==> src/design/loadAlignPkg.sv <==
package loadAlignPkg;

    //////////////////////////////////////////////////
    // Line and result geometry
    //////////////////////////////////////////////////

    localparam int LineBytes = 16; // Bytes per cache line.
    localparam int LoadBytes = 8;  // Widest load result in bytes.

    typedef logic [LineBytes*8-1:0] lineData_t;
    typedef logic [LoadBytes*8-1:0] loadData_t;
    typedef logic [LoadBytes-1:0] byteMask_t;
    typedef logic [$clog2(LineBytes)-1:0] lineOffset_t;

    //////////////////////////////////////////////////
    // Access size encoding
    //////////////////////////////////////////////////

    typedef logic [1:0] loadSize_t;

    localparam loadSize_t SizeByte = 2'd0;   // 1 byte.
    localparam loadSize_t SizeHalf = 2'd1;   // 2 bytes.
    localparam loadSize_t SizeWord = 2'd2;   // 4 bytes.
    localparam loadSize_t SizeDouble = 2'd3; // 8 bytes.

    // Number of bytes covered by an access of the given size.
    function automatic logic [4:0] sizeToBytes(input loadSize_t sizeCode);
        return 5'd1 << sizeCode;
    endfunction

endpackage

==> src/design/bankReadIf.sv <==
`timescale 1ns/1ps

// One read request into a line bank and the line it returns a cycle later.
interface bankReadIf #(
    parameter int AddrWidth = 10
);
    localparam int BankIdxWidth = AddrWidth - 5;

    logic readEn;                      // Sampled by the bank on the clock edge.
    logic [BankIdxWidth-1:0] lineIndex; // Line within the bank without its parity bit.
    loadAlignPkg::lineData_t lineData; // Held until the next read.

    modport requester (
        output readEn,
        output lineIndex,
        input  lineData
    );

    modport bank (
        input  readEn,
        input  lineIndex,
        output lineData
    );

endinterface

==> src/design/lineBank.sv <==
`timescale 1ns/1ps

module lineBank #(
    parameter int AddrWidth = 10,
    localparam int BankIdxWidth = AddrWidth - 5
) (
    input  logic clk,
    input  logic reset,
    input  logic wrEn,
    input  logic [BankIdxWidth-1:0] wrIndex,
    input  loadAlignPkg::lineData_t wrData,
    bankReadIf.bank rd
);

    localparam int BankLines = 1 << BankIdxWidth;

    loadAlignPkg::lineData_t lines [BankLines];

    // Line fills from the write port.
    always_ff @(posedge clk) begin
        if (wrEn) begin
            lines[wrIndex] <= wrData;
        end
    end

    // The read register keeps the last line until another read is issued.
    always_ff @(posedge clk) begin
        if (reset) begin
            rd.lineData <= '0;
        end else if (rd.readEn) begin
            rd.lineData <= lines[rd.lineIndex]; // Same-cycle fill is not visible yet.
        end
    end

endmodule

==> src/flat_wrapper.sv <==
// flat-port wrapper written by rule: the top's interface ports become plain ports
module lineBank_flat 
#(
    parameter int AddrWidth = 10,
    localparam int BankIdxWidth = AddrWidth - 5
)
  (clk, reset, wrEn, wrIndex, wrData, rd_readEn, rd_lineIndex, rd_lineData);
  bankReadIf #(.AddrWidth(AddrWidth)) rd_i ();
  input  logic clk;
  input  logic reset;
  input  logic wrEn;
  input  logic [BankIdxWidth-1:0] wrIndex;
  input  loadAlignPkg::lineData_t wrData;
  input wire logic [$bits(rd_i.readEn)-1:0] rd_readEn;
  input wire logic [$bits(rd_i.lineIndex)-1:0] rd_lineIndex;
  output wire logic [$bits(rd_i.lineData)-1:0] rd_lineData;
  assign rd_i.readEn = rd_readEn;
  assign rd_i.lineIndex = rd_lineIndex;
  assign rd_lineData = rd_i.lineData;
  lineBank #(.AddrWidth(AddrWidth)) u_core (.clk(clk), .reset(reset), .wrEn(wrEn), .wrIndex(wrIndex), .wrData(wrData), .rd(rd_i));
endmodule
==> config.mk <==
export PLATFORM = sky130hd
export DESIGN_NAME = lineBank_flat
export DESIGN_NICKNAME = d
export VERILOG_FILES = /design/src/design/loadAlignPkg.sv /design/src/design/bankReadIf.sv /design/src/design/lineBank.sv /design/src/flat_wrapper.sv
export SDC_FILE = /design/constraint.sdc
export NUM_CORES = 2
export LEC_CHECK = 0
export BUFFER_PORTS_ARGS = -buffer_cell sky130_fd_sc_hd__buf_2
export CORE_MARGIN = 2
export CORE_UTILIZATION = 25
export DETAILED_ROUTE_END_ITERATION = 7
export PLACE_DENSITY = 0.43
export SYNTH_ARGS = -nofsm -noshare
export SYNTH_HDL_FRONTEND = slang
export SYNTH_SLANG_ARGS = --single-unit
==> constraint.sdc <==
create_clock -name clk -period 6.7 [get_ports clk]
set_input_delay 0.67 -clock clk [delete_from_list [all_inputs] [get_ports clk]]
set_output_delay 0.67 -clock clk [all_outputs]
set_load 0.03 [all_outputs]
* Word-level counts from Yosys, hierarchy flattened
Memories as Yosys holds them, arrays and structs flattened. A register that Yosys moved wholly into a read port is not among the register bits. Cells that the tools add are included.
Operators by class: multiplexer cells 2
Operator list (count):
- two-way mux 1 bit | 2
Storage, ports and cells: word-level logic and storage cells 3, memory bits (writable) 4096, register bits 0, memories 1, input port bits 142, output and inout bits 128
Memory list:
- u_core.lines | words 32, bits a word 128, read ports 1, clocked after Yosys merged registers in 1, wr ports 1, line lineBank.sv:17 | loadAlignPkg::lineData_t lines [BankLines];

* Depth between registers and ports, before layout
depth after elaboration 2, depth in mapped cells 9, gate-level depth less buffers 5

* Worst setup path after synthesis
Ideal clock, no wire load.
path type input port to flip-flop, from in wrIndex[1], to mem u_core.lines[12][0] (netlist bit), enable pin, stages 3, data arrival time 6.651 ns, library setup time 0.617 ns, path slack -0.568 ns, required time 6.083 ns, path buffers 1, path through or3b_2 -> clkbuf_1 -> nor2_1
RTL lines:
- start, declared | line flat_wrapper.sv:12 | input logic [BankIdxWidth-1:0] wrIndex;
- end, declared | line lineBank.sv:17
No word-level cell before the write port.

==> flow_metrics.env <==
export IMPL_status="finished clean"
export IMPL_synthArstFlopShare_pct=0
export IMPL_synth_seq_cells=4224
export IMPL_viasPerCell=4.68
export IMPL_reg2reg_to="u_core.rd.lineData[127]"
export IMPL_seqCellArea_mm2=0.126
export IMPL_postCtsHoldBufs=0
export IMPL_grt_max_degree=114
export IMPL_clock_latency_ns=1.02
export IMPL_die_area_mm2=0.651
export IMPL_clock_path_buffers=4
export IMPL_grt_util_all_layers_pct=15.2
export IMPL_tritoncts="done"
export IMPL_gp_congestion=0.712
export IMPL_finalWirelength_um=513000
export IMPL_nFillCells=62900
export IMPL_hpwl_um=251000
export IMPL_critPathMaxStageDelay_ns=0.72
export IMPL_min_period_ns=2.97
export IMPL_leakage_nw=61.2
export IMPL_route_detailed_drc=0
export IMPL_critPathKind="in -> reg"
export IMPL_synth_seq_area_share_pct=77.9
export IMPL_r2r_start="u_core.lines[31][127]"
export IMPL_die_y_um=807
export IMPL_firstDrtPassIters=5
export IMPL_cts_made_buffers=421
export IMPL_io_buffers=269
export IMPL_area_growth_pct=16.3
export IMPL_grt_use_met2_pct=24.7
export IMPL_hold_viol_final=0
export IMPL_whs_endpoint="u_core.lines[21][86]"
export IMPL_drive_gt1_share_pct=15.5
export IMPL_synthCells=8249
export IMPL_die_w_um=807
export IMPL_final_cell_area_mm2=0.187
export IMPL_grt_use_met1_pct=20.6
export IMPL_crit_arrival_ns=3.81
export IMPL_cts_sinks=4224
export IMPL_multi_input_area_mm2=0.0331
export IMPL_grt_pass1_vias=83400
export IMPL_whs_path_depth=1
export IMPL_cts_htree_levels=5
export IMPL_r2r_setup_slack_ns=4.89
export IMPL_yosys_most_used_dff="edfxtp_1"
export IMPL_fmax_mhz=337
export IMPL_cp_cell_sequence="buf_8 > buf_4 > nand2_4 > buf_4 > o22ai_1 > nor3_1 > o41ai_1"
export IMPL_crit_family="buffers and inverters"
export IMPL_worst_path_max_fanout=46
export IMPL_endpoint_kind="flip-flop"
export IMPL_hold_class="in -> reg"
export IMPL_hold_slack_ns=0.134
export IMPL_synth_edf_count=4096
export IMPL_ant_nets=0
export IMPL_grt_pass1_wl_um=692000
export IMPL_setup_viol=0
export IMPL_rows=294
export IMPL_slew_headroom_pct=12.7
export IMPL_wl_per_cell_um=29.1
export IMPL_cpMostUsedCell="buf_4"
export IMPL_vias=82500
export IMPL_post_cts_buffers=0
export IMPL_syn_num_nets=8391
export IMPL_cts_root_buf="clkbuf_16"
export IMPL_worst_r2r_path_depth=4
export IMPL_max_cap_violations=0
export IMPL_first_iter_violations=7689
export IMPL_slowest_stage="buf_4"
export IMPL_p_per_area_mw_per_mm2=301
export IMPL_syn_avg_cell_area_um2=19.5
export IMPL_initial_core_util_pct=25.1
export IMPL_timing_critical_path_buf_inv=3
export IMPL_dpl_cell_area_mm2=0.173
export IMPL_met3_usage_pct=3.59
export IMPL_yosys_warnings=0
export IMPL_cts_resized=0
export IMPL_grt_overflow_total=0
export IMPL_worst_slew_pin_slew_ns=1.31
export IMPL_crit_required_ns=7.54
export IMPL_fin_nets=8763
export IMPL_synth_area_mm2=0.161
export IMPL_synth_cell_type_count=28
export IMPL_rsz0062_at_grt="false"
export IMPL_antenna_found_initial=116
export IMPL_clk_pin_slew_ns=0.06
export IMPL_busiest_layer="met2"
export IMPL_num_io_pins=270
export IMPL_start_kind="input pin"
export IMPL_finalMaxSlewViolations=0
export IMPL_max_vdd_ir_drop_mv=0.207
export IMPL_min_from="wrData[86]"
export IMPL_core_mm2=0.642
export IMPL_fin_skew_ns=0.0393
export IMPL_power_mw=56.3
export IMPL_fin_crit_sh_pct=44.3
[cell usage in the layout, fill, tap and decap left out, types with 49 or more instances in the layout]
master	count
dfxtp_1	128
nor3_1	256
clkinv_1	64
buf_4	101
clkinv_2	73
clkbuf_16	431
a22oi_1	256
buf_12	92
buf_2	264
edfxtp_1	4096
nor2_1	129
o22ai_1	512
clkbuf_1	96
mux2i_1	1664
o41ai_1	128
a21oi_1	128
diode_2	49
a2111o_1	128
mux4_2	256
[cells in the mapped netlist (5+ instances only)]
cell type | number | area [µm²]
a2111o_1 | 128 | 1440
nor3_1 | 256 | 1280
a21oi_1 | 128 | 641
edfxtp_1 | 4096 | 123000
a22oi_1 | 256 | 1920
clkbuf_1 | 237 | 890
o41ai_1 | 128 | 1120
buf_6 | 30 | 338
nand3b_1 | 5 | 37.5
mux2i_1 | 1664 | 16700
nor2_1 | 162 | 608
dfxtp_1 | 128 | 2560
buf_2 | 85 | 425
buf_4 | 127 | 953
o22ai_1 | 512 | 3200
buf_1 | 29 | 109
mux4_2 | 256 | 5770
[layer usage]
| layer | wire [µm] | part of all wire, % |
|---|---|---|
| met4 | 11400 | 2.2 |
| met2 | 240000 | 47 |
| met1 | 228000 | 44 |
| met5 | 241 | 0.047 |
| met3 | 34400 | 6.7 |
[per-stage QoR]
step	setup WS [ns]	setup TNS, ns	cells	util [%]
after global placement	2.76	0	16800	27.0
final	3.73	0	17600	29.2
after floorplan	-0.568	-1441.89	8249	-
after global routing	3.67	0	17600	29.2
after CTS	3.83	0	17600	29.2
after detailed placement	2.77	0	16800	27.0
[layout make-up]
class / instances / area share, %
sequential: 4224 / 67.0
timing repair buffer: 461 / 2.12
antenna: 49 / 0.0654
multi-input combinational: 3513 / 17.7
clock buffer: 562 / 6.21
tap: 8584 / 5.73
clock inverter: 227 / 1.19
[worst max path at each step]
stage / startpoint / cells past startpoint / slack, ns / to
3_3_place_gp: rd_lineIndex[2] / 7 / 2.76 / u_core.rd.lineData[65]
5_1_grt: rd_lineIndex[2] / 7 / 3.67 / u_core.rd.lineData[65]
6_report: rd_lineIndex[2] / 7 / 3.73 / u_core.rd.lineData[57]
3_5_place_dp: rd_lineIndex[2] / 7 / 2.77 / u_core.rd.lineData[65]
2_1_floorplan: wrIndex[1] / 3 / -0.57 / u_core.lines[12][0]
4_1_cts: u_core.rd.lineData[110] / 1 / 3.83 / rd_lineData[110]
[kinds of logic after synthesis]
logic type             Yosys count  share of synthesized area, %
AO/OA/AOI/OAI                 1153                          5.17
buffers and inverters          512                          1.71
flip-flops                    4224                          77.9
multiplexers                  1920                          13.9
AND/OR/NAND/NOR                440                          1.26
[report_power, final]
| part | internal (mW) | switching [mW] | leakage (nW) |
|---|---|---|---|
| Sequential | 29.4 | 0.195 | 38.0 |
| Combinational | 0.925 | 2.17 | 16.5 |
| Clock | 13.5 | 10.1 | 6.72 |
| Total | 43.8 | 12.5 | 61.2 |
[worst reg2reg max path: stages, from the launching register on]
cell and delay (ns):
edfxtp_1 0.36, mux4_2 0.47, mux2i_1 0.51, a2111o_1 0.26, o41ai_1 0.06
[registers in the layout, indices dropped and copies added, names as in the netlist]
register and cells:
u_core.lines 4096, u_core.rd.lineData 128
Note: power is estimated with default switching activity, not from simulation.
