<file path="src/design/loadAlignPkg.sv">
package loadAlignPkg;

    //////////////////////////////////////////////////
    // Line and result geometry
    //////////////////////////////////////////////////

    localparam int LineBytes = 16; // Bytes per cache line.
    localparam int LoadBytes = 8;  // Widest load result in bytes.

    typedef logic [LineBytes*8-1:0] lineData_t;
    typedef logic [LoadBytes*8-1:0] loadData_t;
    typedef logic [LoadBytes-1:0] byteMask_t;
    typedef logic [$clog2(LineBytes)-1:0] lineOffset_t;

    //////////////////////////////////////////////////
    // Access size encoding
    //////////////////////////////////////////////////

    typedef logic [1:0] loadSize_t;

    localparam loadSize_t SizeByte = 2'd0;   // 1 byte.
    localparam loadSize_t SizeHalf = 2'd1;   // 2 bytes.
    localparam loadSize_t SizeWord = 2'd2;   // 4 bytes.
    localparam loadSize_t SizeDouble = 2'd3; // 8 bytes.

    // Number of bytes covered by an access of the given size.
    function automatic logic [4:0] sizeToBytes(input loadSize_t sizeCode);
        return 5'd1 << sizeCode;
    endfunction

endpackage

</file>
<file path="src/design/outputAlign.sv">
`timescale 1ns/1ps

module outputAlign (
    input  logic clk,
    input  logic reset,
    input  logic issueValid,
    input  loadAlignPkg::lineOffset_t offset,
    input  loadAlignPkg::loadSize_t size,
    input  logic needNext,
    input  logic oddLower,
    input  loadAlignPkg::lineData_t evenLine,
    input  loadAlignPkg::lineData_t oddLine,
    output logic respValid,
    output loadAlignPkg::loadData_t respData,
    output loadAlignPkg::byteMask_t respMask
);

    localparam int LoadBytes = loadAlignPkg::LoadBytes;
    localparam int LineBits = loadAlignPkg::LineBytes * 8;

    loadAlignPkg::lineData_t lowerLine;
    loadAlignPkg::lineData_t upperLine;
    loadAlignPkg::lineData_t rotated;
    logic [2*LineBits-1:0] doubled;
    logic [4:0] bytePos [LoadBytes];
    loadAlignPkg::loadData_t merged;
    loadAlignPkg::loadData_t extended;
    loadAlignPkg::byteMask_t mask;

    //////////////////////////////////////////////////
    // Bank ordering and rotation
    //////////////////////////////////////////////////

    assign lowerLine = oddLower ? oddLine : evenLine;
    assign upperLine = oddLower ? evenLine : oddLine;

    // Shifting two copies of the line gives a right rotation in the low half.
    assign doubled = {lowerLine, lowerLine} >> {offset, 3'b000};
    assign rotated = doubled[LineBits-1:0];

    // A result byte whose line position carries past 15 belongs to the upper line.
    always_comb begin
        for (int k = 0; k < LoadBytes; k++) begin
            bytePos[k] = {1'b0, offset} + 5'(k);
            if (needNext && bytePos[k][4]) begin
                merged[k*8 +: 8] = upperLine[{bytePos[k][3:0], 3'b000} +: 8];
            end else begin
                merged[k*8 +: 8] = rotated[k*8 +: 8];
            end
        end
    end

    //////////////////////////////////////////////////
    // Sign extension and byte mask
    //////////////////////////////////////////////////

    always_comb begin
        unique case (size)
            loadAlignPkg::SizeByte: begin
                extended = {{56{merged[7]}}, merged[7:0]};
                mask = 8'h01;
            end
            loadAlignPkg::SizeHalf: begin
                extended = {{48{merged[15]}}, merged[15:0]};
                mask = 8'h03;
            end
            loadAlignPkg::SizeWord: begin
                extended = {{32{merged[31]}}, merged[31:0]};
                mask = 8'h0F;
            end
            loadAlignPkg::SizeDouble: begin
                extended = merged;
                mask = 8'hFF;
            end
        endcase
    end

    always_ff @(posedge clk) begin
        if (reset) begin
            respValid <= 1'b0;
        end else begin
            respValid <= issueValid;
        end
    end

    always_ff @(posedge clk) begin
        if (issueValid) begin
            respData <= extended;
            respMask <= mask;
        end
    end

endmodule

</file>
<file path="config.mk">
export PLATFORM = sky130hd
export DESIGN_NAME = outputAlign
export DESIGN_NICKNAME = d
export VERILOG_FILES = /design/src/design/loadAlignPkg.sv /design/src/design/outputAlign.sv
export SDC_FILE = /design/constraint.sdc
export NUM_CORES = 1
export LEC_CHECK = 0
export ABC_AREA = 1
export BUFFER_PORTS_ARGS = -buffer_cell sky130_fd_sc_hd__buf_2
export CAP_MARGIN = 20
export CELL_PAD_IN_SITES_DETAIL_PLACEMENT = 1
export CELL_PAD_IN_SITES_GLOBAL_PLACEMENT = 1
export CORE_MARGIN = 10
export CORE_UTILIZATION = 38
export DETAILED_ROUTE_END_ITERATION = 10
export MAX_ROUTING_LAYER = met4
export PLACE_DENSITY = 0.81
export SLEW_MARGIN = 30
export SYNTH_ARGS = -nofsm -noshare
export SYNTH_HDL_FRONTEND = slang
export SYNTH_SLANG_ARGS = --single-unit
</file>
<file path="constraint.sdc">
create_clock -name clk -period 3.1 [get_ports clk]
set_clock_uncertainty 0.15 [all_clocks]
set_input_delay 0.155 -clock clk [delete_from_list [all_inputs] [get_ports clk]]
set_output_delay 0.155 -clock clk [all_outputs]
set_load 0.02 [all_outputs]
</file>
Word level (Yosys, flattened, before mapping)
Index checks and enable logic that the tools add are counted.
W data, S select, Z words.
{ "word_totals": {"rom_bits": 0, "output_inout_bits": 73, "in_bits": 267, "ramBits": 0, "regBits": 73, "mem_count": 0, "latch_bits": 0, "wordCells": 40} }
{ "classes": {"n_reduce_logical": 8, "mul": 0, "div_mod_pow": 0, "bitwise": 0, "n_shift": 8, "n_lt_le_gt_ge": 0, "add_sub_neg": 7, "mux": 11, "eq_ne": 3} }
{ "ops": {"columns": ["cell", "n"], "rows": [
  ["$shiftx A128 B8 Y8", 7],
  ["$mux W128", 2],
  ["$pmux W64 S4", 1],
  ["$shr A256 B7 Y64", 1],
  ["$mux W8", 7],
  ["$pmux W8 S4", 1],
  ["$add A4 B3 Y5 const B", 4],
  ["$add A4 B2 Y5 const B", 2],
  ["$logic_and A1 B1 Y1", 7],
  ["$add A4 B1 Y5 const B", 1],
  ["$eq A2 B2 Y1 const B", 2],
  ["$eq A2 B1 Y1 const B", 1],
  ["$logic_not A2 Y1", 1]
]} }

Logic depth before layout (Yosys ltp)
{ "logic_depth": {"word_depth": 4, "mapped_depth": 17} }

Worst setup path after synthesis
No wires, ideal clock.
{ "synth_path": {"kind": "in2reg", "start": "input port offset[2]", "end": "register respData[55], data pin", "path_stages": 17, "setup_time_ps": 252, "slack_ps": 353, "arrival_time_ps": 2345, "path_cell_list": "buf_2 inv_1 buf_2 buf_2 buf_2 buf_2 ha_1 clkbuf_1 inv_1 clkbuf_1 nand3_1 nand3_1 nand3_1 nand3_1 nand2_1 clkinv_1 nand2_1"} }
{ "synth_via": {"elab_chain_cells": 4} }
{ "synth_rtl": {"columns": ["item", "line_no", "source"], "rows": [
  ["start: declaration", "outputAlign.sv:7", "input loadAlignPkg::lineOffset_t offset,"],
  ["$add A4 B3 Y5, or another cell as far along", "outputAlign.sv:44", "bytePos[k] = {1'b0, offset} + 5'(k);"],
  ["$shiftx A128 B8 Y8 / $logic_and A1 B1 Y1 (equally long branches)", "outputAlign.sv:46, outputAlign.sv:45", null],
  ["$mux W8", "outputAlign.sv:45", "if (needNext && bytePos[k][4]) begin"],
  ["$pmux W64 S4 *", "outputAlign.sv:58", "unique case (size)"],
  ["net extended[55]", "outputAlign.sv:27", "loadAlignPkg::loadData_t extended;"],
  ["end signal: assignment", "outputAlign.sv:88", "respData <= extended;"],
  ["end: declaration", "outputAlign.sv:14", "output loadAlignPkg::loadData_t respData,"]
]} }
The timed path passes the listed nets; every way through them passes the cells marked *. The select of a mux whose other input is x is not followed.
A chain may end at the register's enable or synchronous reset.

Worst setup path after layout
{ "layout_path": {"start": "input port offset[0]", "end": "register respData[29], data pin"} }
{ "layout_via": {"elab_chain_cells": 4} }
{ "layout_rtl": {"columns": ["item", "line_no"], "rows": [
  ["$add A4 B2 Y5 / $add A4 B1 Y5 (equally long branches)", "outputAlign.sv:44"],
  ["$shiftx A128 B8 Y8 / $logic_and A1 B1 Y1 (equally long branches)", "outputAlign.sv:46, outputAlign.sv:45"],
  ["$mux W8", "outputAlign.sv:45"],
  ["$pmux W64 S4 *", "outputAlign.sv:58"],
  ["net extended[29]", "outputAlign.sv:27"]
]} }
Marks and branches as above.

==> impl_metrics.yaml <==
outcome:
  run_status: "complete, no violations"
worst_setup_path:
  crit_family: "buffers and inverters"
  cp-start-kind: "input port"
  path_cells: "buf_6 > buf_4 > buf_4 > nand3_1 > nand3_1 > nand3_1 > nand3_1 > nand3_1 > nand3_1 > nand2_1"
  crit_path_max_incr_delay_ns: 0.55
  cp.required_ns: 3.09
  worst_path_most_repeated_cell: "nand3_1"
  worstPathArrival_ns: 2.48
  cp_num_buf_inv: 3
  crit_slowest_cell: "buf_4"
  crit_type: "in -> reg"
  end_kind: "flop"
  path_max_fanout: 42
clock_network:
  clk_root_buffer_cell: "clkbuf_16"
  cts_setup_buffers: 0
  h-tree-depth: 3
  clk_pin_slew_ns: 0.08
  numCtsBuffers: 9
  cts_tree: "built"
  cts_buffer_depth: 2
  clkSinkCount: 68
placed_design:
  placed_area_um2: 17700
  pre_cts_slack_ns: 0.329
  place_hpwl_um: 83000
  place.gp.congestion: 1.12
  portBuffers: 338
hold_path:
  min_path_cells: 3
  min_path_type: "in -> reg"
  hold_end: "respMask[1]$_DFFE_PP_"
  holdCritStartpoint: "size[0]"
grt:
  grt_pass1_wl_um: 158000
  grt_antenna_before_repair: 5
  grt_max_degree: 106
  grt_overflow_total: 0
  track_usage_pct: 42.3
  grt_pass1_vias: 24500
sta:
  whs_ns: 0.0715
  finalCritPeriodShare_pct: 80.2
  fmax_mhz: 402
  finalSetupViolCount: 0
  rsz0062_at_grt: "no"
  relSlewSlack_pct: 38.0
  slew_viol_final: 0
  finalHoldViolations: 0
  min_period_ns: 2.49
  fin_ws_ns: 0.614
  worstMarginPinSlew_ns: 0.930
  finalSetupTns_ns: 0
routing:
  num_vias: 25200
  ant_nets: 0
  drtPass1Iterations: 6
  drc: 0
  drtIter0Drc: 4289
  routed_via_density: 6.88
  wirelength_um: 108000
  wl_per_cell_um: 29.5
logic_synthesis:
  yosysUniqueCellTypes: 26
  synth_edf_count: 67
  syn-cell-area_um2: 15700
  synth.avg_cell_area_um2: 5.34
  synth_nets: 3228
  synth-seq-cells: 68
  ys_seq_area_share_pct: 12.9
  yosysWarnings: 0
  synth_ff_type: "edfxtp_1"
  synthCells: 2950
  synth-async-reset-ratio_pct: 0
floorplan:
  dieArea_um2: 50000
  die_w_um: 224
  coreArea_um2: 40900
  placement_rows: 74
  die_h_um: 224
  io_pins: 340
  initial_core_util_pct: 38.5
finish:
  ff_latch_area_um2: 2030
  final_cell_area_um2: 18000
  nets: 3403
  multi_input_area_um2: 12200
  drive_gt1_share_pct: 14.7
  area_growth_pct: 14.6
  num-fill-cells: 5949
pwr:
  p_total_mw: 6.33
  irDropWorstVdd_mv: 0.350
  powerDensity_nw_per_um2: 351
  p_leak_nw: 8.55
job:
  max_cap_viol_count: 0
cell usage in the layout, fill, tap and decap left out:
cell type and count:
clkinvlp_4 1, inv_8 1, clkinv_4 2, nand2_1 617, nor2_1 7, o21ai_2 1, dfxtp_1 1, nand2_4 1
xor2_2 4, buf_6 3, dlygate4sd3_1 1, edfxtp_1 67, inv_2 11, xnor2_1 1, nand3b_2 1, conb_1 1
a21o_1 1, inv_1 42, bufinv_16 1, nand3_1 1913, nor2_2 2, inv_6 4, ha_2 1, buf_4 64
buf_2 333, inv_4 2, xnor2_2 1, ha_1 10, buf_12 18, nand2_2 1, o21ai_1 2, clkbuf_16 9
diode_2 5, xor2_1 1, clkinv_1 5
area by class of cell:
class,count,area share [%]
Antenna cell,5,0.0693
Clock buffer,9,1.25
Clock inverter,7,0.465
Inverter,62,1.37
Multi-Input combinational cell,2565,67.8
Sequential cell,68,11.3
Tap cell,532,3.69
Timing Repair Buffer,419,14.1
synth_stat cells, types with 2 or more instances:
library cell     n  area share, %
ha_1            11           0.87
nand2_1        617             15
xor2_2           3           0.31
inv_1           44            1.0
buf_6            6           0.43
clkinv_1         5           0.12
buf_4           29            1.4
nor2_1           7           0.17
buf_1           43            1.0
edfxtp_1        67             13
buf_2          126            4.0
nor2_2           2          0.079
clkbuf_1        51            1.2
o21ai_1          2          0.064
xor2_1           2           0.11
inv_2           12           0.29
xnor2_1          2           0.11
nand3_1       1913             61
power by group:
group | total [mW] | switching (mW) | internal (mW)
Clock | 1.22 | 0.577 | 0.638
Combinational | 3.86 | 2.74 | 1.11
Sequential | 1.26 | 0.0935 | 1.17
kinds of logic (layout without fill, tap and decap cells):
group / after synthesis / count (layout) / share of synthesized area (%)
fa+ha+maj: 11 / 11 / 0.874
xor+xnor: 7 / 7 / 0.532
buf+inv: 317 / 497 / 9.55
other cells: 1 / 6 / 0.0238
compound gates: 4 / 4 / 0.167
flops: 68 / 68 / 12.9
simple gates: 2542 / 2542 / 75.9
stage by stage:
stage | util [%] | cells
5_1_grt | 44.1 | 3667
3_5_place_dp | 43.3 | 3645
4_1_cts | 44.1 | 3662
2_1_floorplan | - | 2950
3_3_place_gp | 43.2 | 3644
6_report | 44.1 | 3667
registers in the layout (all words and copies together) (netlist names):
| register | cells |
|---|---|
| respData | 64 |
| respMask | 3 |
| respValid | 1 |
routing by layer:
layer / track usage [%] / share of wire (%) / up-vias
met5: - / 0 / -
met4: 21.1 / 5.6 / 0
met3: 14.5 / 14 / 367
met2: 58.6 / 41 / 1812
met1: 53.6 / 40 / 12100
li1: - / - / 10900
timing repair:
action | in CTS | in global routing
hold endpoints to repair | 1 | 0
hold buffers | 1 | 0
resized for setup | 0 | 0
worst max path at each step:
stage | end | slack [ns] | start | depth (start not counted)
finish | respData[29]$_DFFE_PP_ | 0.61 | offset[0] | 10
global placement | respData[29]$_DFFE_PP_ | 0.35 | offset[0] | 10
detailed placement | respData[29]$_DFFE_PP_ | 0.33 | offset[0] | 10
CTS | respData[29]$_DFFE_PP_ | 0.75 | offset[0] | 10
floorplan | respData[55]$_DFFE_PP_ | 0.35 | offset[2] | 17
global route | respData[13]$_DFFE_PP_ | 0.55 | offset[0] | 10
No activity file was read; power rests on OpenSTA's default activity.
