$ cat src/design/loadAlignPkg.sv
package loadAlignPkg;

    //////////////////////////////////////////////////
    // Line and result geometry
    //////////////////////////////////////////////////

    localparam int LineBytes = 16; // Bytes per cache line.
    localparam int LoadBytes = 8;  // Widest load result in bytes.

    typedef logic [LineBytes*8-1:0] lineData_t;
    typedef logic [LoadBytes*8-1:0] loadData_t;
    typedef logic [LoadBytes-1:0] byteMask_t;
    typedef logic [$clog2(LineBytes)-1:0] lineOffset_t;

    //////////////////////////////////////////////////
    // Access size encoding
    //////////////////////////////////////////////////

    typedef logic [1:0] loadSize_t;

    localparam loadSize_t SizeByte = 2'd0;   // 1 byte.
    localparam loadSize_t SizeHalf = 2'd1;   // 2 bytes.
    localparam loadSize_t SizeWord = 2'd2;   // 4 bytes.
    localparam loadSize_t SizeDouble = 2'd3; // 8 bytes.

    // Number of bytes covered by an access of the given size.
    function automatic logic [4:0] sizeToBytes(input loadSize_t sizeCode);
        return 5'd1 << sizeCode;
    endfunction

endpackage

$ cat src/design/bankReadIf.sv
`timescale 1ns/1ps

// One read request into a line bank and the line it returns a cycle later.
interface bankReadIf #(
    parameter int AddrWidth = 10
);
    localparam int BankIdxWidth = AddrWidth - 5;

    logic readEn;                      // Sampled by the bank on the clock edge.
    logic [BankIdxWidth-1:0] lineIndex; // Line within the bank without its parity bit.
    loadAlignPkg::lineData_t lineData; // Held until the next read.

    modport requester (
        output readEn,
        output lineIndex,
        input  lineData
    );

    modport bank (
        input  readEn,
        input  lineIndex,
        output lineData
    );

endinterface

$ cat src/design/loadRequest.sv
`timescale 1ns/1ps

module loadRequest #(
    parameter int AddrWidth = 10,
    parameter int ReqCredits = 4,
    parameter int RespCredits = 2
) (
    input  logic clk,
    input  logic reset,
    input  logic reqValid,
    input  logic [AddrWidth-1:0] reqAddr,
    input  loadAlignPkg::loadSize_t reqSize,
    output logic reqCreditReturn,
    input  logic respCreditReturn,
    bankReadIf.requester evenRd,
    bankReadIf.requester oddRd,
    output logic issueValid,
    output loadAlignPkg::lineOffset_t offset,
    output loadAlignPkg::loadSize_t size,
    output logic needNext,
    output logic oddLower
);

    localparam int LineIdxWidth = AddrWidth - 4;
    localparam int BankIdxWidth = AddrWidth - 5;
    localparam int PtrWidth = (ReqCredits > 1) ? $clog2(ReqCredits) : 1;
    localparam int FillWidth = $clog2(ReqCredits + 1);
    localparam int CreditWidth = $clog2(RespCredits + 1);

    logic [AddrWidth-1:0] fifoAddr [ReqCredits];
    loadAlignPkg::loadSize_t fifoSize [ReqCredits];
    logic [PtrWidth-1:0] wrPtr;
    logic [PtrWidth-1:0] rdPtr;
    logic [FillWidth-1:0] fillCount;
    logic [CreditWidth-1:0] respCount;
    logic issueNow;

    logic [AddrWidth-1:0] headAddr;
    loadAlignPkg::loadSize_t headSize;
    loadAlignPkg::lineOffset_t headOffset;
    logic [LineIdxWidth-1:0] lineIdx;
    logic [LineIdxWidth-1:0] nextIdx;
    logic [BankIdxWidth-1:0] evenIdx;
    logic [BankIdxWidth-1:0] oddIdx;
    logic headNeedNext;

    logic stageValid;
    loadAlignPkg::lineOffset_t stageOffset;
    loadAlignPkg::loadSize_t stageSize;
    logic stageNeedNext;
    logic stageOddLower;

    function automatic logic [PtrWidth-1:0] advance(input logic [PtrWidth-1:0] ptr);
        if (ptr == PtrWidth'(ReqCredits - 1)) begin
            return '0;
        end
        return ptr + 1'b1;
    endfunction

    //////////////////////////////////////////////////
    // Request FIFO and credit counters
    //////////////////////////////////////////////////

    // The sender holds one credit per free entry, so a push always has room.
    always_ff @(posedge clk) begin
        if (reqValid) begin
            fifoAddr[wrPtr] <= reqAddr;
            fifoSize[wrPtr] <= reqSize;
        end
    end

    assign issueNow = (fillCount != '0) && (respCount != '0);

    always_ff @(posedge clk) begin
        if (reset) begin
            wrPtr <= '0;
            rdPtr <= '0;
            fillCount <= '0;
            respCount <= CreditWidth'(RespCredits);
        end else begin
            if (reqValid) wrPtr <= advance(wrPtr);
            if (issueNow) rdPtr <= advance(rdPtr);
            case ({reqValid, issueNow})
                2'b10: fillCount <= fillCount + 1'b1;
                2'b01: fillCount <= fillCount - 1'b1;
                default: ;
            endcase
            case ({issueNow, respCreditReturn})
                2'b10: respCount <= respCount - 1'b1;
                2'b01: respCount <= respCount + 1'b1;
                default: ;
            endcase
        end
    end

    //////////////////////////////////////////////////
    // Address split and bank issue
    //////////////////////////////////////////////////

    assign headAddr = fifoAddr[rdPtr];
    assign headSize = fifoSize[rdPtr];
    assign headOffset = headAddr[3:0];
    assign lineIdx = headAddr[AddrWidth-1:4];
    assign nextIdx = lineIdx + 1'b1; // The last line wraps to line zero.
    assign headNeedNext = ({1'b0, headOffset} + loadAlignPkg::sizeToBytes(headSize))
                          > 5'(loadAlignPkg::LineBytes);

    // The odd line above an even lower line shares its bank index.
    assign oddIdx = lineIdx[LineIdxWidth-1:1];
    assign evenIdx = lineIdx[0] ? nextIdx[LineIdxWidth-1:1] : lineIdx[LineIdxWidth-1:1];

    always_ff @(posedge clk) begin
        if (reset) begin
            evenRd.readEn <= 1'b0;
            oddRd.readEn <= 1'b0;
            stageValid <= 1'b0;
            issueValid <= 1'b0;
            reqCreditReturn <= 1'b0;
        end else begin
            evenRd.readEn <= issueNow && (!lineIdx[0] || headNeedNext);
            oddRd.readEn <= issueNow && (lineIdx[0] || headNeedNext);
            stageValid <= issueNow;
            issueValid <= stageValid; // Lines up with the bank read register.
            reqCreditReturn <= issueNow;
        end
    end

    always_ff @(posedge clk) begin
        if (issueNow) begin
            evenRd.lineIndex <= evenIdx;
            oddRd.lineIndex <= oddIdx;
            stageOffset <= headOffset;
            stageSize <= headSize;
            stageNeedNext <= headNeedNext;
            stageOddLower <= lineIdx[0];
        end
        offset <= stageOffset;
        size <= stageSize;
        needNext <= stageNeedNext;
        oddLower <= stageOddLower;
    end

endmodule

$ cat src/flat_wrapper.sv
// flat-port wrapper written by rule: the top's interface ports become plain ports
module loadRequest_flat 
#(
    parameter int AddrWidth = 10,
    parameter int ReqCredits = 4,
    parameter int RespCredits = 2
)
  (clk, reset, reqValid, reqAddr, reqSize, reqCreditReturn, respCreditReturn, issueValid, offset, size, needNext, oddLower, evenRd_readEn, evenRd_lineIndex, evenRd_lineData, oddRd_readEn, oddRd_lineIndex, oddRd_lineData);
  bankReadIf #(.AddrWidth(AddrWidth)) evenRd_i ();
  bankReadIf #(.AddrWidth(AddrWidth)) oddRd_i ();
  input  logic clk;
  input  logic reset;
  input  logic reqValid;
  input  logic [AddrWidth-1:0] reqAddr;
  input  loadAlignPkg::loadSize_t reqSize;
  output logic reqCreditReturn;
  input  logic respCreditReturn;
  output logic issueValid;
  output loadAlignPkg::lineOffset_t offset;
  output loadAlignPkg::loadSize_t size;
  output logic needNext;
  output logic oddLower;
  output wire logic [$bits(evenRd_i.readEn)-1:0] evenRd_readEn;
  output wire logic [$bits(evenRd_i.lineIndex)-1:0] evenRd_lineIndex;
  input wire logic [$bits(evenRd_i.lineData)-1:0] evenRd_lineData;
  output wire logic [$bits(oddRd_i.readEn)-1:0] oddRd_readEn;
  output wire logic [$bits(oddRd_i.lineIndex)-1:0] oddRd_lineIndex;
  input wire logic [$bits(oddRd_i.lineData)-1:0] oddRd_lineData;
  assign evenRd_readEn = evenRd_i.readEn;
  assign evenRd_lineIndex = evenRd_i.lineIndex;
  assign evenRd_i.lineData = evenRd_lineData;
  assign oddRd_readEn = oddRd_i.readEn;
  assign oddRd_lineIndex = oddRd_i.lineIndex;
  assign oddRd_i.lineData = oddRd_lineData;
  loadRequest #(.AddrWidth(AddrWidth), .ReqCredits(ReqCredits), .RespCredits(RespCredits)) u_core (.clk(clk), .reset(reset), .reqValid(reqValid), .reqAddr(reqAddr), .reqSize(reqSize), .reqCreditReturn(reqCreditReturn), .respCreditReturn(respCreditReturn), .evenRd(evenRd_i), .oddRd(oddRd_i), .issueValid(issueValid), .offset(offset), .size(size), .needNext(needNext), .oddLower(oddLower));
endmodule
$ cat config.mk
export PLATFORM = sky130hd
export DESIGN_NAME = loadRequest_flat
export DESIGN_NICKNAME = d
export VERILOG_FILES = /design/src/design/loadAlignPkg.sv /design/src/design/bankReadIf.sv /design/src/design/loadRequest.sv /design/src/flat_wrapper.sv
export SDC_FILE = /design/constraint.sdc
export NUM_CORES = 1
export LEC_CHECK = 0
export BUFFER_PORTS_ARGS = -buffer_cell sky130_fd_sc_hd__buf_2
export CORE_AREA = 2 2 113 115
export DETAILED_ROUTE_END_ITERATION = 7
export DIE_AREA = 0 0 115 117
export SYNTH_ARGS = -nofsm -noshare
export SYNTH_HDL_FRONTEND = slang
export SYNTH_SLANG_ARGS = --single-unit
$ cat constraint.sdc
create_clock -name clk -period 3.4 [get_ports clk]
set_input_delay 0.34 -clock clk [delete_from_list [all_inputs] [get_ports clk]]
set_output_delay 0.34 -clock clk [all_outputs]
set_load 0.1 [all_outputs]
Word-level counts from Yosys, hierarchy flattened
Memories as Yosys holds them, arrays and structs flattened. A register that Yosys moved wholly into a read port is not among the register bits.
Index checks and enable logic that the tools add are counted.

word-level totals
  bits in registers = 39
  RAM bits = 48
  output and inout port bits = 22
  word-level logic and storage cells = 65
  memories = 2

cells by class
  $add $sub $neg = 8
  $lt $le $gt $ge = 1
  equal/unequal tests = 6
  shifts and indexed selects = 1
  mux-type cells = 19
  reductions and logical operators = 10

memories
  memory           depth  bits a word  read ports  clocked after memory_dff  write ports  line               source
  u_core.fifoAddr  4      10           1           1                         1            loadRequest.sv:30  logic [AddrWidth-1:0] fifoAddr [ReqCredits];
  u_core.fifoSize  4      2            1           1                         1            loadRequest.sv:31  loadAlignPkg::loadSize_t fifoSize [ReqCredits];

operators by type and width
  kind                 count
  $mux 2               8
  $eq 2x2->1 const B   4
  $mux 1               8
  $add 2x1->2 const B  3
  $add 6x1->6 const B  1
  $pmux 3 s2           1
  $reduce_bool 2->1    3
  $add 4x5->5          1
  $gt 5x5->1 const B   1
  $mux 5               1
  $shl 1x2->5 const A  1
  $eq 2x1->1 const B   2
  $pmux 2 s2           1
  $add 3x1->3 const B  1
  $logic_and 1x1->1    3
  $reduce_bool 3->1    1
  $sub 3x1->3 const B  1
  $logic_or 1x1->1     2
  $sub 2x1->2 const B  1
  $logic_not 1->1      1

Longest topological paths before layout
  depth in word-level cells = 7
  gate-level depth with buffers = 10
  mapped depth without buffers = 9

Least setup slack after synthesis
Ideal clock, no wire load.

  kind = reg-to-reg
  start point = register (tool-made name)
  end point = register u_core.stageNeedNext (data pin)
  arrival = 2.343 ns
  required time = 3.124 ns
  slack = 0.781 ns
  stages on the path, launching flop included = 10
  path buffers = 1
  period minus slack after synthesis = 2.619 ns
  cells stage by stage = dfxtp_1 > buf_6 > mux4_1 > nor2_1 > ha_1 > inv_1 > fa_1 > xnor2_1 > nor3b_1 > a21boi_0

RTL lines
  item                  line                source
  end signal, assigned  loadRequest.sv:134  stageNeedNext <= headNeedNext;
  end, declared         loadRequest.sv:50   logic stageNeedNext;

==> metrics.yaml <==
detailed_routing:
  wirelength_um: 5910
  drtPass1Iterations: 4
  wl_per_cell_um: 15.0
  num_vias: 1687
  antenna_left: 0
  drtIter0Drc: 66
  avgViaCountPerCell: 4.29
  drc_errors: 0
power:
  power_switching_share_pct: 43.7
  combPwrFrac_pct: 41.4
  ir_drop_mv: 0.467
  seq_power_share_pct: 36.7
  power.switching_mw: 1.90
  clock_power_share_pct: 21.8
  finalPower_mw: 4.36
  power.leakage_nw: 1.49
  internal_power_mw: 2.45
  power_density_nw_per_um2: 1080
logic_synthesis:
  synth_area_per_cell_um2: 17.8
  synth_fp_nets: 476
  yosys_most_used_dff: "edfxtp_1"
  synth-seq-cells: 89
  ys_types: 31
  syn_area_um2: 3380
  yosysWarnings: 0
  async_flop_share_pct: 0
  yosysMostFrequentCell: "edfxtp_1"
  netlist_top_cells_count: "edfxtp_1 (66), dfxtp_1 (23), ha_1 (12)"
  synth_area_leaders: "edfxtp_1 (59%), dfxtp_1 (14%), mux4_1 (6.2%)"
  synth_cells: 190
  synth_top_area_share_pct: 58.7
  synth-edff-count: 66
  yosysTopAreaCell: "edfxtp_1"
  ys_seq_area_share_pct: 72.3
cts:
  cts_sinks: 89
  path_clk_slew_ps: 60
  clockBufferDepth: 2
  post_cts_buffers: 0
  cts_root_buf: "clkbuf_16"
  cts_hold_buffers: 0
  cts_resized: 0
  htreeDepth: 3
  worstSkewPairLatency_ps: 330
  numCtsBuffers: 9
  cts_tree: "yes"
cells_and_area:
  layout.cells.non_filler: 393
  post-route-util_pct: 32.8
  final_layout_size_suffix_gt1_share_pct: 25.9
  layout.nets: 524
  synthToLayoutAreaGrowth_pct: 19.6
  antenna_cells: 0
timing:
  setup_viol: 0
  min_period_over_period_pct: 86.3
  post-route-min-period_ps: 2930
  maxSlewViolCount: 0
  relSlewSlack_pct: 48.8
  max_freq_mhz: 341
  tightest_slew_ps: 766
  skew_ps: 3.33
  rsz0062_at_grt: "false"
  hold_viol_final: 0
  setup_tns_ps: 0
critical_path:
  worstPathRequired_ps: 3460
  crit_type: "flip-flop to flip-flop"
  start_kind: "flip-flop"
  worst-path-max-fanout: 7
  cpPeakStageDelay_ps: 730
  worstPathCellList: "mux4_1 > nor2_1 > ha_1 > inv_1 > fa_1 > xnor2_1 > nor3b_1 > a21boi_0"
  endpoint_kind: "flip-flop"
  path_buf_inv: 1
  cp.arrival_ps: 2990
  cpLargestDelayFamily: "multiplexers"
  cpMaxStageDelayCell: "mux4_1"
place:
  dp_hpwl_um: 4080
  gp_congestion: 0.696
  numPortBuffers: 37
  dpl.cell_count: 377
global_routing:
  gr-usage-all-layers_pct: 9.58
  grt_start_max_net_pins: 20
  grt_overflow: 0
  grt_pass1_vias: 1775
  grt_pass1_wl_um: 9370
  antenna_found_initial: 0
worst_hold_path:
  hold_path_class: "primary input to flip-flop"
floorplan:
  initial_core_util_pct: 27.4
  die_x_um: 115
  die_area_um2: 13500
  fp.coreArea_um2: 12300
  die_h_um: 117
  io-pin-count: 294
  rows: 41
run:
  maxCapViolCount: 0
outcome:
  status: "finished, final reports clean"
==> worst paths after layout <==
path                   startpoint  slack [ps]  cells after the start                     to
max reg2reg             flip-flop         470                      8   u_core.stageNeedNext
min reg2reg  u_core.stageOddLower         340                      0        u_core.oddLower
max                     flip-flop         470                      8   u_core.stageNeedNext
min                    reqAddr[2]         220                      1  u_core.fifoAddr[1][2]
==> metrics by stage <==
stage               area (um2)  worst slack (ps)  hold slack (ps)
floorplan                 3380               781              323
global placement          3750               458              328
detailed placement        3750               423              327
CTS                       4040               407              206
global route              4040               216              211
finish                    4040               467              218
==> power groups by stage <==
| stage | registers (mW) | logic [mW] | clock network (mW) |
|---|---|---|---|
| finish | 1.60 | 1.80 | 0.952 |
| global route | 1.63 | 1.93 | 1.02 |
| CTS | 1.61 | 1.83 | 0.981 |
| detailed placement | 1.63 | 1.82 | 0 |
| global placement | 1.64 | 1.80 | 0 |
| floorplan | 2.53 | 0.569 | 0 |
==> cell usage in the layout, fill, tap and decap left out, types with 2 or more instances in the layout <==
master,count
nand3_2,2
nor2b_1,2
mux4_1,8
a21oi_1,7
buf_4,3
mux4_2,4
fa_1,2
edfxtp_1,66
clkbuf_1,2
a31oi_1,2
nor2_1,11
o21ai_0,4
inv_1,11
dfxtp_1,23
clkbuf_16,9
and2_4,2
buf_2,37
nor3_1,3
nand2_1,4
and2_1,5
xnor2_1,5
ha_1,12
xor2_1,5
==> layer usage <==
metal,wire [um],global-route usage [%],vias up,part of all wire (%)
li1,-,-,814,-
met1,2840,12.7,819,48
met2,2630,14.2,43,45
met4,171,6.51,0,2.9
met5,0,0,-,0
met3,266,2.01,11,4.5
==> registers in the layout (all words and copies together) (netlist names), 2 cells and up, named ones only <==
register and flops:
u_core.size 2, u_core.oddRd.lineIndex 5, u_core.fillCount 3, u_core.wrPtr 2, u_core.offset 4, u_core.stageOffset 4
u_core.rdPtr 2, u_core.fifoAddr 40, u_core.stageSize 2, u_core.fifoSize 8, u_core.evenRd.lineIndex 5, u_core.respCount 2
==> layout make-up <==
class                   instances  area, um2
clock buffers                  11        233
fillers                      1197       8270
well taps                     150        188
flip-flops and latches         89       2440
multi-input cells              87        875
clock inverters                 5       55.1
repair buffers                 40        208
inverters                      11       41.3
==> kinds of logic (layout without fill, tap and decap cells) <==
kind of cell / Yosys count / count (layout) / share of synthesized area [%]
DFF: 89 / 89 / 72.3
buffers and inverters: 14 / 67 / 1.81
adders and majority gates: 14 / 14 / 5.63
muxes: 13 / 13 / 9.19
and+or+nand+nor: 34 / 34 / 5.78
xor gates and xnor gates: 10 / 10 / 2.59
AOI/OAI and AO/OA: 16 / 16 / 2.70
Power figures use the tool's default switching activity.
